## config.mk

```make
export PLATFORM = sky130hd
export DESIGN_NAME = tag_converter
export DESIGN_NICKNAME = d
export VERILOG_FILES = /design/src/hdl/tagger_pkg.sv /design/src/hdl/tag_converter.sv
export SDC_FILE = /design/constraint.sdc
export NUM_CORES = 1
export LEC_CHECK = 0
export ABC_AREA = 1
export BUFFER_PORTS_ARGS = -buffer_cell sky130_fd_sc_hd__buf_2
export CORE_MARGIN = 5
export CORE_UTILIZATION = 30
export CTS_BUF_LIST = sky130_fd_sc_hd__clkbuf_16
export CTS_CLUSTER_DIAMETER = 200
export CTS_CLUSTER_SIZE = 20
export DETAILED_ROUTE_END_ITERATION = 10
export GPL_TIMING_DRIVEN = 0
export HOLD_SLACK_MARGIN = 0.12
export PLACE_DENSITY_LB_ADDON = 0.3
export SYNTH_ARGS = -nofsm -noshare
export SYNTH_HDL_FRONTEND = slang
export SYNTH_SLANG_ARGS = --single-unit
```

## constraint.sdc

```tcl
create_clock -name sys_clk -period 13.71 [get_ports sys_clk]
set_input_delay 3.4275 -clock sys_clk [delete_from_list [all_inputs] [get_ports sys_clk]]
set_output_delay 3.4275 -clock sys_clk [all_outputs]
set_load 0.005 [all_outputs]
```

## src/hdl/tagger_pkg.sv

```systemverilog
/*
 * Shared definitions for the FPGA-link time tag receiver
 * Tag word layouts, timestamp type and the register map
 */
package tagger_pkg;

    // Tag word geometry
    localparam int TAG_WORD_BITS = 32;
    localparam int CHANNEL_BITS  = 6;
    localparam int SUBTIME_BITS  = 25;
    localparam int WRAP_BITS     = 31;

    // Timestamp in units of 1/3 ps, wrap count above the subtime
    typedef logic [63:0] tag_time_t;

    // Event word, marker clear
    // Negative channel means falling edge
    typedef struct packed {
        logic                     marker;
        logic [CHANNEL_BITS-1:0]  channel;
        logic [SUBTIME_BITS-1:0]  subtime;
    } tag_event_t;

    // Wrap marker word, marker set, carries the new absolute wrap count
    typedef struct packed {
        logic                  marker;
        logic [WRAP_BITS-1:0]  wrap_count;
    } wrap_marker_t;

    // One tag word, decoded by its top bit
    typedef union packed {
        tag_event_t    evt;
        wrap_marker_t  wrap;
    } tag_word_u;

    // Wishbone register map, word addresses
    localparam int WB_ADDR_BITS = 12;
    localparam logic [WB_ADDR_BITS-1:0] REG_ID        = 12'd0;
    localparam logic [WB_ADDR_BITS-1:0] REG_NUM_BINS  = 12'd1;
    localparam logic [WB_ADDR_BITS-1:0] REG_START_CH  = 12'd2;
    localparam logic [WB_ADDR_BITS-1:0] REG_CLICK_CH  = 12'd3;
    localparam logic [WB_ADDR_BITS-1:0] REG_BIN_SHIFT = 12'd4;
    localparam logic [WB_ADDR_BITS-1:0] REG_CONTROL   = 12'd5;
    // Set for the bin window, low bits pick the bin
    localparam int BIN_REGION_BIT = 11;

    localparam logic [31:0] DESIGN_ID = 32'd1;
    localparam int COUNT_BITS = 32;
    // Width of the bin shift register field
    localparam int SHIFT_BITS = 6;

endpackage

```

## src/hdl/tag_converter.sv

```systemverilog
/*
 * Tag converter
 * Turns each beat of 32-bit tag words into 64-bit timestamps per lane,
 * following wrap markers to extend the time base
 */
`timescale 1ns/10ps

module tag_converter import tagger_pkg::*; #(
    parameter int WORD_WIDTH = 4
) (
    input  logic                                    sys_clk,
    input  logic                                    sys_clk_rst,
    input  logic                                    s_valid_i,
    output logic                                    s_ready_o,
    input  tag_word_u [WORD_WIDTH-1:0]              s_data_i,
    input  logic [WORD_WIDTH-1:0]                   s_keep_i,
    output logic                                    m_valid_o,
    input  logic                                    m_ready_i,
    output tag_time_t [WORD_WIDTH-1:0]              m_time_o,
    output logic [WORD_WIDTH-1:0][CHANNEL_BITS-1:0] m_channel_o,
    output logic [WORD_WIDTH-1:0]                   m_keep_o
);

    // Wrap count in effect after the last accepted beat
    logic [WRAP_BITS-1:0] wrap_q;
    logic [WRAP_BITS-1:0] wrap_run;

    tag_time_t [WORD_WIDTH-1:0]             lane_time;
    logic [WORD_WIDTH-1:0][CHANNEL_BITS-1:0] lane_channel;
    logic [WORD_WIDTH-1:0]                  lane_keep;
    logic                                   accept;

    // Output register is free when empty or drained this cycle
    assign s_ready_o = !m_valid_o || m_ready_i;
    assign accept    = s_valid_i && s_ready_o;

    // Lanes in order, a marker applies to every later lane
    always_comb begin
        wrap_run = wrap_q;
        for (int i = 0; i < WORD_WIDTH; i++) begin
            lane_time[i]    = '0;
            lane_channel[i] = s_data_i[i].evt.channel;
            lane_keep[i]    = 1'b0;
            if (s_keep_i[i]) begin
                if (s_data_i[i].wrap.marker) begin
                    wrap_run = s_data_i[i].wrap.wrap_count;
                end else begin
                    // Wrap count above the subtime, zero padded to 64 bits
                    lane_time[i] = {8'd0, wrap_run, s_data_i[i].evt.subtime};
                    lane_keep[i] = 1'b1;
                end
            end
        end
    end

    // Control state
    always_ff @(posedge sys_clk) begin
        if (sys_clk_rst) begin
            m_valid_o <= 1'b0;
            wrap_q    <= '0;
        end else if (accept) begin
            m_valid_o <= 1'b1;
            wrap_q    <= wrap_run;
        end else if (m_ready_i) begin
            m_valid_o <= 1'b0;
        end
    end

    // Payload, only loaded on accept
    always_ff @(posedge sys_clk) begin
        if (accept) begin
            m_time_o    <= lane_time;
            m_channel_o <= lane_channel;
            m_keep_o    <= lane_keep;
        end
    end

    // Held beat must not change under back-pressure
    assert property (@(posedge sys_clk) disable iff (sys_clk_rst)
        m_valid_o && !m_ready_i |=> m_valid_o && $stable(m_time_o)
            && $stable(m_channel_o) && $stable(m_keep_o))
        else $error("converter output changed while stalled");

endmodule

```

; Word level (Yosys, flattened, before mapping)
; Cells that the tools add are included.
[word_totals]
word_cells = 44
ff_bits = 316
out_inout_bits = 286
input_bits = 136
[classes]
reduce_logical = 8
bitwise_logic = 4
n_mux = 14
[ops]
columns = cell, n
row1 = two-way mux 31 bit, 8
row2 = OR reduction 2 bit, 4
row3 = two-way mux 1 bit, 6
row4 = inverter 1 bit, 4
row5 = nonzero test 2 bit, 1
row6 = logical AND 1 bit, 1
row7 = zero test 1 bit, 1
row8 = logical OR 1 bit, 1

; Longest topological paths before layout
[logic_depth]
depth_word = 8
ltp_mapped = 8
mapped_depth_nobuf = 7

; Worst setup path before layout
; OpenSTA, ideal clock, no wires.
[synth_path]
path_kind = input -> register
from = in m_ready_i
to = reg wrap_q[0]
setup_time_ns = 0.080
setup_slack_ns = 6.406
path_buffers = 1
t_required_ns = 13.630
cell_stages = 7
t_arrival_ns = 7.224
cell_sequence = inv_2 nand2_2 nand2_2 inv_2 buf_2 o21ai_0 a21oi_2
[synth_via]
elab_chain_len = 2
[synth_lines]
columns = element, line_no
row1 = from (decl), tag_converter.sv:18  ; input logic m_ready_i,
row2 = logical OR 1 bit, tag_converter.sv:34  ; assign s_ready_o = !m_valid_o || m_ready_i;
row3 = net s_ready_o, tag_converter.sv:14  ; output logic s_ready_o,
row4 = logical AND 1 bit, tag_converter.sv:35  ; assign accept = s_valid_i && s_ready_o;
row5 = net accept, tag_converter.sv:31  ; logic accept;
row6 = to (signal assigned), tag_converter.sv:63  ; wrap_q <= wrap_run;
row7 = to (decl), tag_converter.sv:25  ; logic [WRAP_BITS-1:0] wrap_q;
; The timed path passes the listed nets, and every way through them passes these cells.
; A chain may end at the register's enable or synchronous reset.

; Final worst setup path
[layout_path]
from = in m_ready_i
to = out s_ready_o
[layout_via]
elab_chain_len = 1
[layout_lines]
columns = element, line_no
row1 = logical OR 1 bit, tag_converter.sv:34
row2 = to (decl), tag_converter.sv:14
; Every way passes these cells.

==> results.sh <==
export IMPL_synth_seq_area_share_pct=64.6
export IMPL_cts_max_level=1
export IMPL_hold_violations=0
export IMPL_regToRegStartpoint="m_valid_o"
export IMPL_arrival_ns=3.75
export IMPL_min_path_cells=2
export IMPL_ctsHoldBuffers=0
export IMPL_port_buffers=387
export IMPL_drc_errors=0
export IMPL_finalMaxSlewViolations=0
export IMPL_final_nets=1711
export IMPL_die_y_um=216
export IMPL_ys_seq_elements=284
export IMPL_multi_input_area_um2=3490
export IMPL_reg2reg_to="m_time_o[12]"
export IMPL_viasPerCell=4.47
export IMPL_worst_slew_pin_slew_ns=0.830
export IMPL_place_inst=2094
export IMPL_clk_latency_ns=0.52
export IMPL_ys_warnings_count=0
export IMPL_whs_endpoint="m_valid_o"
export IMPL_totalNegativeSetupSlack_ns=0
export IMPL_grt_pass1_wl_um=62100
export IMPL_post_route_util_pct=38.2
export IMPL_dr_total_vias=9511
export IMPL_layout_cells_non_filler=2127
export IMPL_clock_skew_ns=0.0332
export IMPL_grt_pass1_vias=9676
export IMPL_ctsLongestPathBuffers=3
export IMPL_worstPathRequired_ns=10.28
export IMPL_worstSetupEndpointType="primary output"
export IMPL_r2r_slack_ns=11.43
export IMPL_layout_common_cells="buf_2, edfxtp_1, nor2_1"
export IMPL_cp_startpoint="m_ready_i"
export IMPL_power_density_nw_per_um2=117
export IMPL_status="complete, no violations"
export IMPL_rsz0062_at_grt="false"
export IMPL_drv_cap=0
export IMPL_setup_viol=0
export IMPL_synth_cells=1135
export IMPL_initial_core_util_pct=30.3
export IMPL_cts_setup_buffers=0
export IMPL_clock_sink_count=284
export IMPL_final_common_cell="buf_2"
export IMPL_fill_cells=4182
export IMPL_hpwl_um=33100
export IMPL_drtPass1Iterations=5
export IMPL_die_w_um=216
export IMPL_ioPinCount=422
export IMPL_fmax_mhz=139
export IMPL_regArea_um2=8210
export IMPL_period_minus_slack_ns=7.18
export IMPL_cp_start_kind="input port"
export IMPL_yosysUniqueCellTypes=23
export IMPL_antenna_found_initial=1
export IMPL_root_buffer="clkbuf_16"
export IMPL_syn_area_um2=12700
export IMPL_totalWireLength_um=43300
export IMPL_place_congestion=0.800
export IMPL_leakage_nw=7.50
export IMPL_num_rows=75
export IMPL_finalCritPeriodShare_pct=52.4
export IMPL_worstHoldStart="m_valid_o"
export IMPL_coreArea_um2=41900
export IMPL_worstSetupPathType="input port to primary output"
export IMPL_initialDrtViolationCount=592
export IMPL_max_slew_margin_pct=44.7
export IMPL_r2r_cells=5
export IMPL_postRouteAntennaNets=0
export IMPL_fp_dieArea_um2=46600
export IMPL_cts_tree="built"
export IMPL_gr_total_overflow=0
export IMPL_avgSynthCellArea_um2=11.2
export IMPL_grt_total_usage_pct=17.6
export IMPL_crit_fanout=3
export IMPL_cts_buffers=18
export IMPL_drive_gt1_share_pct=41.5
export IMPL_wl_per_cell_um=20.4
export IMPL_ctsResizeCount=0
export IMPL_vdd_drop_max_uv=60.7
export IMPL_area_delta_synth_final_pct=26.2
export IMPL_hp_class="register to register"
export IMPL_clk_pin_slew_worst_paths_ns=0.09
export IMPL_grt_max_degree=98
==> critical path, cell delays in order <==
cell and delay [ns]:
buf_2 0.10, inv_2 0.04, nand2_2 0.06, buf_2 0.13
==> routing by layer <==
layer / track usage (%) / wire [um] / up-vias
met1: 22.0 / 17900 / 4576
li1: - / - / 4546
met4: 3.41 / 707 / 0
met5: 0 / 0 / -
met2: 31.2 / 21500 / 349
met3: 4.13 / 3130 / 40
==> cell families (layout without fill, tap and decap cells) <==
kind of cell / after synthesis / after routing / synth area share, %
DFF: 284 / 284 / 64.6
other: 1 / 33 / 0.0295
buffers and inverters: 243 / 664 / 8.90
and+or+nand+nor: 481 / 481 / 20.6
AOI/OAI and AO/OA: 126 / 126 / 5.85
==> Yosys cell counts <==
| library cell | count | share of area (%) |
|---|---|---|
| nand3_1 | 33 | 1.3 |
| dfxtp_1 | 32 | 5.0 |
| a21oi_2 | 30 | 2.1 |
| nand2_1 | 122 | 3.6 |
| or2_2 | 5 | 0.25 |
| conb_1 | 1 | 0.030 |
| buf_2 | 41 | 1.6 |
| inv_2 | 10 | 0.30 |
| nor2_2 | 2 | 0.098 |
| nand2_4 | 21 | 1.9 |
| buf_4 | 34 | 2.0 |
| o21ai_0 | 31 | 1.2 |
| or2_1 | 1 | 0.049 |
| a21oi_1 | 65 | 2.6 |
| buf_1 | 1 | 0.030 |
| buf_12 | 2 | 0.32 |
| edfxtp_1 | 252 | 60 |
| inv_1 | 140 | 4.1 |
| nand3_2 | 90 | 7.1 |
| nor2_1 | 193 | 5.7 |
| clkbuf_1 | 14 | 0.41 |
| nand2_2 | 14 | 0.69 |
| buf_6 | 1 | 0.089 |
==> final cells by class <==
cell class              instances  area share (%)
flip-flops and latches        284            51.2
repair buffers                389            12.4
clock buffers                  19            2.96
clock inverters                13           0.382
inverters                     150            3.51
plain buffers                  93            3.60
diodes                          1          0.0156
multi-input cells             639            21.7
well taps                     539            4.20
==> report_power, final <==
| group | switching [mW] | internal, mW |
|---|---|---|
| clock | 0.305 | 0.255 |
| sequential | 0.0164 | 1.00 |
| combinational | 0.188 | 0.102 |
| total | 0.509 | 1.36 |
==> how the worst max path moves through the flow <==
stage                       to  slack [ns]  cells after the start
floorplan            wrap_q[0]        6.41                      7
global placement    wrap_q[29]        4.48                      8
detailed placement   s_ready_o        6.53                      4
CTS                  s_ready_o        6.53                      4
global route         s_ready_o        6.51                      4
finish               s_ready_o        6.53                      4
==> flip-flops by register name, summed over array words and instances (netlist names) <==
name	count
m_keep_o	4
m_valid_o	1
wrap_q	31
m_time_o	224
m_channel_o	24
==> through the flow <==
step	hold WS [ns]	total power, mW	setup slack (ns)	cell area, um^2
final	0.520	1.87	6.53	16000
after global routing	0.544	1.95	6.51	16000
after CTS	0.521	1.89	6.53	16000
after detailed placement	0.508	1.33	6.53	15500
after global placement	0.509	1.34	4.48	15400
after floorplan	0.507	1.20	6.41	12800
(Power assumes the default switching activity.)
