--- config.mk ---
export PLATFORM = sky130hd
export DESIGN_NAME = wb_register_target
export DESIGN_NICKNAME = d
export VERILOG_FILES = /design/src/hdl/tagger_pkg.sv /design/src/hdl/wb_register_target.sv
export SDC_FILE = /design/constraint.sdc
export NUM_CORES = 1
export LEC_CHECK = 0
export BUFFER_PORTS_ARGS = -buffer_cell sky130_fd_sc_hd__buf_2
export CAP_MARGIN = 20
export CORE_MARGIN = 10
export CORE_UTILIZATION = 35
export DETAILED_ROUTE_END_ITERATION = 10
export GPL_TIMING_DRIVEN = 0
export PLACE_DENSITY_LB_ADDON = 0.15
export SYNTH_ARGS = -nofsm -noshare
export SYNTH_HDL_FRONTEND = slang
export SYNTH_SLANG_ARGS = --single-unit
--- constraint.sdc ---
create_clock -name sys_clk -period 2.61 [get_ports sys_clk]
set_clock_uncertainty 0.1 [all_clocks]
set_input_delay 0.1305 -clock sys_clk [delete_from_list [all_inputs] [get_ports sys_clk]]
set_output_delay 0.1305 -clock sys_clk [all_outputs]
set_load 0.005 [all_outputs]
--- src/hdl/tagger_pkg.sv ---
/*
 * Shared definitions for the FPGA-link time tag receiver
 * Tag word layouts, timestamp type and the register map
 */
package tagger_pkg;

    // Tag word geometry
    localparam int TAG_WORD_BITS = 32;
    localparam int CHANNEL_BITS  = 6;
    localparam int SUBTIME_BITS  = 25;
    localparam int WRAP_BITS     = 31;

    // Timestamp in units of 1/3 ps, wrap count above the subtime
    typedef logic [63:0] tag_time_t;

    // Event word, marker clear
    // Negative channel means falling edge
    typedef struct packed {
        logic                     marker;
        logic [CHANNEL_BITS-1:0]  channel;
        logic [SUBTIME_BITS-1:0]  subtime;
    } tag_event_t;

    // Wrap marker word, marker set, carries the new absolute wrap count
    typedef struct packed {
        logic                  marker;
        logic [WRAP_BITS-1:0]  wrap_count;
    } wrap_marker_t;

    // One tag word, decoded by its top bit
    typedef union packed {
        tag_event_t    evt;
        wrap_marker_t  wrap;
    } tag_word_u;

    // Wishbone register map, word addresses
    localparam int WB_ADDR_BITS = 12;
    localparam logic [WB_ADDR_BITS-1:0] REG_ID        = 12'd0;
    localparam logic [WB_ADDR_BITS-1:0] REG_NUM_BINS  = 12'd1;
    localparam logic [WB_ADDR_BITS-1:0] REG_START_CH  = 12'd2;
    localparam logic [WB_ADDR_BITS-1:0] REG_CLICK_CH  = 12'd3;
    localparam logic [WB_ADDR_BITS-1:0] REG_BIN_SHIFT = 12'd4;
    localparam logic [WB_ADDR_BITS-1:0] REG_CONTROL   = 12'd5;
    // Set for the bin window, low bits pick the bin
    localparam int BIN_REGION_BIT = 11;

    localparam logic [31:0] DESIGN_ID = 32'd1;
    localparam int COUNT_BITS = 32;
    // Width of the bin shift register field
    localparam int SHIFT_BITS = 6;

endpackage

--- src/hdl/wb_register_target.sv ---
/*
 * Wishbone register target
 * One-cycle ack for control registers, bin reads forwarded to the
 * arbiter and acked once their data returns
 */
`timescale 1ns/10ps

module wb_register_target import tagger_pkg::*; #(
    parameter int NUM_BINS = 256
) (
    input  logic                        sys_clk,
    input  logic                        sys_clk_rst,
    input  logic                        wb_cyc_i,
    input  logic                        wb_stb_i,
    input  logic                        wb_we_i,
    input  logic [WB_ADDR_BITS-1:0]     wb_adr_i,
    input  logic [31:0]                 wb_dat_i,
    output logic [31:0]                 wb_dat_o,
    output logic                        wb_ack_o,
    output logic [CHANNEL_BITS-1:0]     start_channel_o,
    output logic [CHANNEL_BITS-1:0]     click_channel_o,
    output logic [SHIFT_BITS-1:0]       bin_shift_o,
    output logic                        rd_req_o,
    output logic [$clog2(NUM_BINS)-1:0] rd_bin_o,
    input  logic                        rd_grant_i,
    input  logic                        rd_done_i,
    input  logic [COUNT_BITS-1:0]       rd_data_i,
    output logic                        clear_o,
    input  logic                        clear_busy_i
);

    localparam int BIN_BITS = $clog2(NUM_BINS);

    // Bin read in progress, no new request until its ack
    logic rd_busy_q;
    logic req;
    logic bin_read;

    // New request only while not acking and not waiting on a bin
    assign req      = wb_cyc_i && wb_stb_i && !wb_ack_o && !rd_busy_q;
    assign bin_read = wb_adr_i[BIN_REGION_BIT] && !wb_we_i;

    always_ff @(posedge sys_clk) begin
        if (sys_clk_rst) begin
            wb_ack_o        <= 1'b0;
            rd_busy_q       <= 1'b0;
            rd_req_o        <= 1'b0;
            clear_o         <= 1'b0;
            start_channel_o <= '0;
            click_channel_o <= '0;
            bin_shift_o     <= '0;
        end else begin
            wb_ack_o <= 1'b0;
            clear_o  <= 1'b0;
            if (rd_grant_i) begin
                rd_req_o <= 1'b0;
            end
            if (rd_done_i) begin
                wb_ack_o  <= 1'b1;
                rd_busy_q <= 1'b0;
            end else if (req && bin_read) begin
                rd_req_o  <= 1'b1;
                rd_busy_q <= 1'b1;
            end else if (req) begin
                wb_ack_o <= 1'b1;
                // Writes to bins or unknown addresses fall through
                if (wb_we_i) begin
                    case (wb_adr_i)
                        REG_START_CH:  start_channel_o <= wb_dat_i[CHANNEL_BITS-1:0];
                        REG_CLICK_CH:  click_channel_o <= wb_dat_i[CHANNEL_BITS-1:0];
                        REG_BIN_SHIFT: bin_shift_o     <= wb_dat_i[SHIFT_BITS-1:0];
                        REG_CONTROL:   clear_o         <= wb_dat_i[0];
                        default: ;
                    endcase
                end
            end
        end
    end

    // Read data and bin address
    always_ff @(posedge sys_clk) begin
        if (rd_done_i) begin
            wb_dat_o <= rd_data_i;
        end else if (req && bin_read) begin
            rd_bin_o <= wb_adr_i[BIN_BITS-1:0];
        end else if (req && !wb_we_i) begin
            case (wb_adr_i)
                REG_ID:        wb_dat_o <= DESIGN_ID;
                REG_NUM_BINS:  wb_dat_o <= 32'(NUM_BINS);
                REG_START_CH:  wb_dat_o <= 32'(start_channel_o);
                REG_CLICK_CH:  wb_dat_o <= 32'(click_channel_o);
                REG_BIN_SHIFT: wb_dat_o <= 32'(bin_shift_o);
                REG_CONTROL:   wb_dat_o <= {31'd0, clear_busy_i};
                default:       wb_dat_o <= '0;
            endcase
        end
    end

    // Ack is a single-cycle pulse
    assert property (@(posedge sys_clk) disable iff (sys_clk_rst)
        wb_ack_o |=> !wb_ack_o)
        else $error("ack held for two cycles");

endmodule

**After elaboration in Yosys (flattened, before gate mapping)**

Index checks and enable logic that the tools add are counted.

- Register bits: 62
- Bits in latches: 0
- Bits in writable memories: 0
- Memory bits (read-only): 0
- Input port bits: 84
- Output and inout port bits: 61
- Word-level logic and storage cells: 48
- Memories: 0

- $add $sub $neg: 0
- Multipliers: 0
- Divide/modulo/power cells: 0
- Order comparisons: 0
- Eq/ne operators: 6
- Shift operators: 0
- Multiplexer cells: 10
- Bitwise logic cells: 5
- Reductions and logical operators: 18

Operators by type and width:

| kind | count |
|---|---|
| 32-bit two-way mux | 3 |
| 9-bit one-hot mux with 6 select lines | 1 |
| 12-bit by 2-bit == test with 1-bit output, second input constant | 2 |
| 12-bit by 3-bit == test with 1-bit output, second input constant | 2 |
| 5-bit AND reduction | 3 |
| 12-bit by 1-bit == test with 1-bit output, second input constant | 1 |
| 12-bit logical NOT | 1 |
| 1-bit logical AND | 6 |
| 1-bit two-way mux | 6 |
| 6-bit OR reduction | 1 |
| 1-bit NOT | 5 |
| 2-bit AND reduction | 2 |
| 1-bit logical NOT | 3 |
| 2-bit != test, second input constant | 1 |
| 2-bit nonzero test | 1 |
| 2-bit OR reduction | 1 |

**Depth between registers and ports, before layout**

- Word-level depth: 7
- Depth in mapped cells: 5
- Depth with buffers taken out: 4

**Worst setup path after synthesis**

OpenSTA, ideal clock, no wires.

- Kind: reg2reg
- From: register wb_ack_o
- To: register wb_dat_o[0] (enable)
- Library setup time: 388 ps
- Arrival: 1355 ps
- Data required time: 2122 ps
- Setup slack: 767 ps
- Cell stages (with the launch flop): 3
- Period minus slack after synthesis: 1843 ps
- Cells stage by stage: dfxtp_1 -> and4bb_2 -> a21o_1

- Word-level cells in the longest chain between the ends: 6

Ends and longest elaborated chain:

| item | RTL line | RTL |
|---|---|---|
| from (decl) | wb_register_target.sv:19 | `output logic wb_ack_o,` |
| from (signal assigned) | wb_register_target.sv:45 | `wb_ack_o <= 1'b0;` |
| from (signal assigned) | wb_register_target.sv:53 | `wb_ack_o <= 1'b0;` |
| from (signal assigned) | wb_register_target.sv:59 | `wb_ack_o <= 1'b1;` |
| 1-bit logical NOT (*) | wb_register_target.sv:40 | `assign req = wb_cyc_i && wb_stb_i && !wb_ack_o && !rd_busy_q;` |
| 1-bit logical AND (*) (2 in a row) | wb_register_target.sv:40 |  |
| 1-bit logical AND, on equally long branches | wb_register_target.sv:84, wb_register_target.sv:86 |  |
| 2-bit != test (no source line) or 2-bit nonzero test (tied branches) | -- |  |
| 2-bit AND reduction (no source line) (*) | -- |  |
| to (signal assigned) | wb_register_target.sv:83 | `wb_dat_o <= rd_data_i;` |
| to (signal assigned) | wb_register_target.sv:89 | `REG_NUM_BINS: wb_dat_o <= 32'(NUM_BINS);` |
| to (signal assigned) | wb_register_target.sv:90 | `REG_START_CH: wb_dat_o <= 32'(start_channel_o);` |
| to (decl) | wb_register_target.sv:18 | `output logic [31:0] wb_dat_o,` |

Mark *: on every way between the ends. The rest lies on a longest branch, timed or not.
A chain may end at the register's enable or synchronous reset.

**Worst setup path in the final report**

- From: input wb_adr_i[5]
- To: register wb_dat_o[4] (data pin)

- Word-level cells in the longest chain between the ends: 5

Ends and longest elaborated chain:

| item | RTL line | RTL |
|---|---|---|
| from (decl) | wb_register_target.sv:16 | `input logic [WB_ADDR_BITS-1:0] wb_adr_i,` |
| 12-bit by 3-bit == test with 1-bit output, or another cell as far along | wb_register_target.sv:87 | `case (wb_adr_i)` |
| 9-bit one-hot mux with 6 select lines (*) | wb_register_target.sv:87 |  |
| 32-bit two-way mux (*) | wb_register_target.sv:86 | `end else if (req && !wb_we_i) begin` |
| 32-bit two-way mux (*) | wb_register_target.sv:84 | `end else if (req && bin_read) begin` |
| 32-bit two-way mux (*) | wb_register_target.sv:82 | `if (rd_done_i) begin` |

Mark *: on every way between the ends. The rest lies on a longest branch, timed or not. The select of a mux whose other input is x is not followed.

==> impl_metrics.json <==
{
  "grt_max_degree": 24,
  "setup_viol": 0,
  "port-buffer-count": 117,
  "rsz0062_at_grt": "no",
  "cts-htree-levels": 3,
  "critPathLaunchType": "input pin",
  "fmax_mhz": 534.5,
  "fp.coreArea_mm2": 0.007253,
  "final_cell_mix": "buf_2 (118), dlygate4sd3_1 (47), edfxtp_1 (40)",
  "vias": 2215,
  "syn_inst": 207,
  "grt_pass1_wl_mm": 12.06,
  "crit_family": "buffers and inverters",
  "insertion_delay_ps": 330,
  "holdWs_ps": 15.36,
  "worstSetupPathType": "in2reg",
  "final_nets": 467,
  "endpoint_kind": "register",
  "finalCriticalPeriod_ps": 1871,
  "cts_tree": "yes",
  "slew_headroom_pct": 55.75,
  "ys.warnings.count": 0,
  "fin_tns_setup_ps": 0,
  "die_w_um": 106.5,
  "p_per_area_mw_per_mm2": 531.5,
  "ios": 145,
  "ys_seq_area_share_pct": 62.66,
  "die-area_mm2": 0.01135,
  "drc": 0,
  "syn_nets": 291,
  "cts_made_buffers": 9,
  "drtIter0Drc": 65,
  "via_per_inst": 4.548,
  "wl_per_cell_um": 15.85,
  "power_leakage_nw": 1.767,
  "overflow": 0,
  "avgSynthCellArea_um2": 12.66,
  "wl_mm": 7.718,
  "netlist_area_mm2": 0.002620,
  "post_cts_resized": 0,
  "cp_slowest_cell": "dlygate4sd3_1",
  "peakVddDrop_mv": 0.2765,
  "postRouteAntennaNets": 0,
  "cpPeakStageDelay_ps": 530,
  "layout_commonest_cell": "buf_2",
  "hold_violations": 0,
  "finalCritPeriodShare_pct": 71.68,
  "rows": 31,
  "grt_antenna_before_repair": 0,
  "status": "completed",
  "clock_path_buffers": 2,
  "worst_ep_arrival_time_ps": 1940,
  "grt_pass1_vias": 2271,
  "die_h_um": 106.5,
  "grt_use_total_pct": 13.54,
  "async_flop_share_pct": 0,
  "synth-edff-count": 40,
  "drv_cap": 0,
  "drive_gt1_share_pct": 38.66,
  "tightest_slew_ps": 661.2,
  "place_congestion": 0.7256,
  "cts_sinks": 62,
  "ys.flop_type": "edfxtp_1",
  "yosys.area.top_type": "edfxtp_1",
  "cp_max_fo": 10,
  "slew_violations": 0,
  "clk_pin_slew_ps": 70,
  "crit_chain": "dlygate4sd3_1 -> buf_2 -> nor3_1 -> and4_2 -> buf_4 -> a22oi_1 -> o21ai_0",
  "area_growth_pct": 53.34,
  "antenna_cells": 0,
  "start_util_pct": 36.12,
  "firstDrtPassIters": 4,
  "ys_types": 39,
  "yosys.area.top_type_share_pct": 45.85,
  "hold_class": "in2reg",
  "synth_area_leaders": "edfxtp_1 (46%), dfxtp_1 (17%), and2_1 (6.2%), mux2i_1 (4.6%), nand2b_1 (3.6%)",
  "dp_hpwl_mm": 5.578,
  "clock-root-buffer": "clkbuf_8",
  "required_ps": 2680,
  "synth-seq-cells": 62,
  "crit_buf_inv": 3
}
## routing by layer
| layer | vias up | GRT usage [%] | share of wire [%] |
|---|---|---|---|
| li1 | 1102 | - | - |
| met4 | 0 | 5.222 | 1.2 |
| met3 | 7 | 5.435 | 8.2 |
| met2 | 94 | 21.11 | 45 |
| met5 | - | 0 | 0 |
| met1 | 1012 | 16.41 | 45 |
## worst min-delay path: stages
cell,delay (ps)
buf_2,90
nand2_1,40
o21ai_0,60
## Yosys cell counts (2+ instances only)
master	count
edfxtp_1	40
and2_1	26
dfxtp_1	22
nand2b_1	15
mux2i_1	12
o21ai_0	12
a21oi_1	9
nand2_1	9
nand3_1	7
clkbuf_1	6
mux2_2	6
a22oi_1	5
nor2_1	5
or2b_1	4
buf_4	2
inv_1	2
nand3b_1	2
nor2b_1	2
## registers in the layout, indices dropped and copies added (netlist names)
| signal | flops |
|---|---|
| clear_o | 1 |
| bin_shift_o | 6 |
| rd_bin_o | 8 |
| wb_ack_o | 1 |
| rd_busy_q | 1 |
| rd_req_o | 1 |
| click_channel_o | 6 |
| start_channel_o | 6 |
| wb_dat_o | 32 |
## what timing repair did
item	CTS	global route
endpoints found under the hold margin	53	0
buffers inserted	0	0
hold buffers	47	0
endpoints found under the setup margin	0	0
## cell type report
cell class / count / area [µm²]
plain buffers: 11 / 58.81
flip-flops and latches: 62 / 1642
multi-input cells: 132 / 912.1
inverters: 2 / 7.507
repair buffers: 165 / 1084
fillers: 651 / 3236
well taps: 99 / 123.9
clock buffers: 10 / 127.6
clock inverters: 6 / 62.56
## metrics by stage
stage	instances	total power (W)	area (µm²)	util [%]	setup WS [ps]
floorplan	207	0.001183	2620	-	766.9
global placement	423	0.001285	3329	45.90	73.62
detailed placement	424	0.001293	3357	46.28	486.1
CTS	487	0.002169	4018	55.39	725.8
global route	487	0.002226	4018	55.39	585.1
finish	487	0.002135	4018	55.39	739.2
## logic make-up (layout without fill, tap and decap cells)
family / Yosys count / in the layout / synth area share [%]
compound gates: 31 / 31 / 6.877
buf+inv: 13 / 194 / 2.531
flops: 62 / 62 / 62.66
mux: 18 / 18 / 7.163
simple gates: 83 / 83 / 20.77
## power by group
part	total (W)	switching, W	internal, W
clock network	0.000812	0.000374	0.000437
registers	0.00109	0.00000764	0.00108
logic	0.000231	0.0000993	0.000132
## worst paths after layout
path / slack, ps / end / startpoint / depth (start not counted)
min: 20 / wb_dat_o[4] / rd_data_i[4] / 3
max: 740 / wb_dat_o[4] / wb_adr_i[5] / 7
max reg2reg: 800 / rd_bin_o[3] / wb_ack_o / 3
min reg2reg: 350 / rd_busy_q / rd_busy_q / 2
Power figures use the tool's default switching activity.
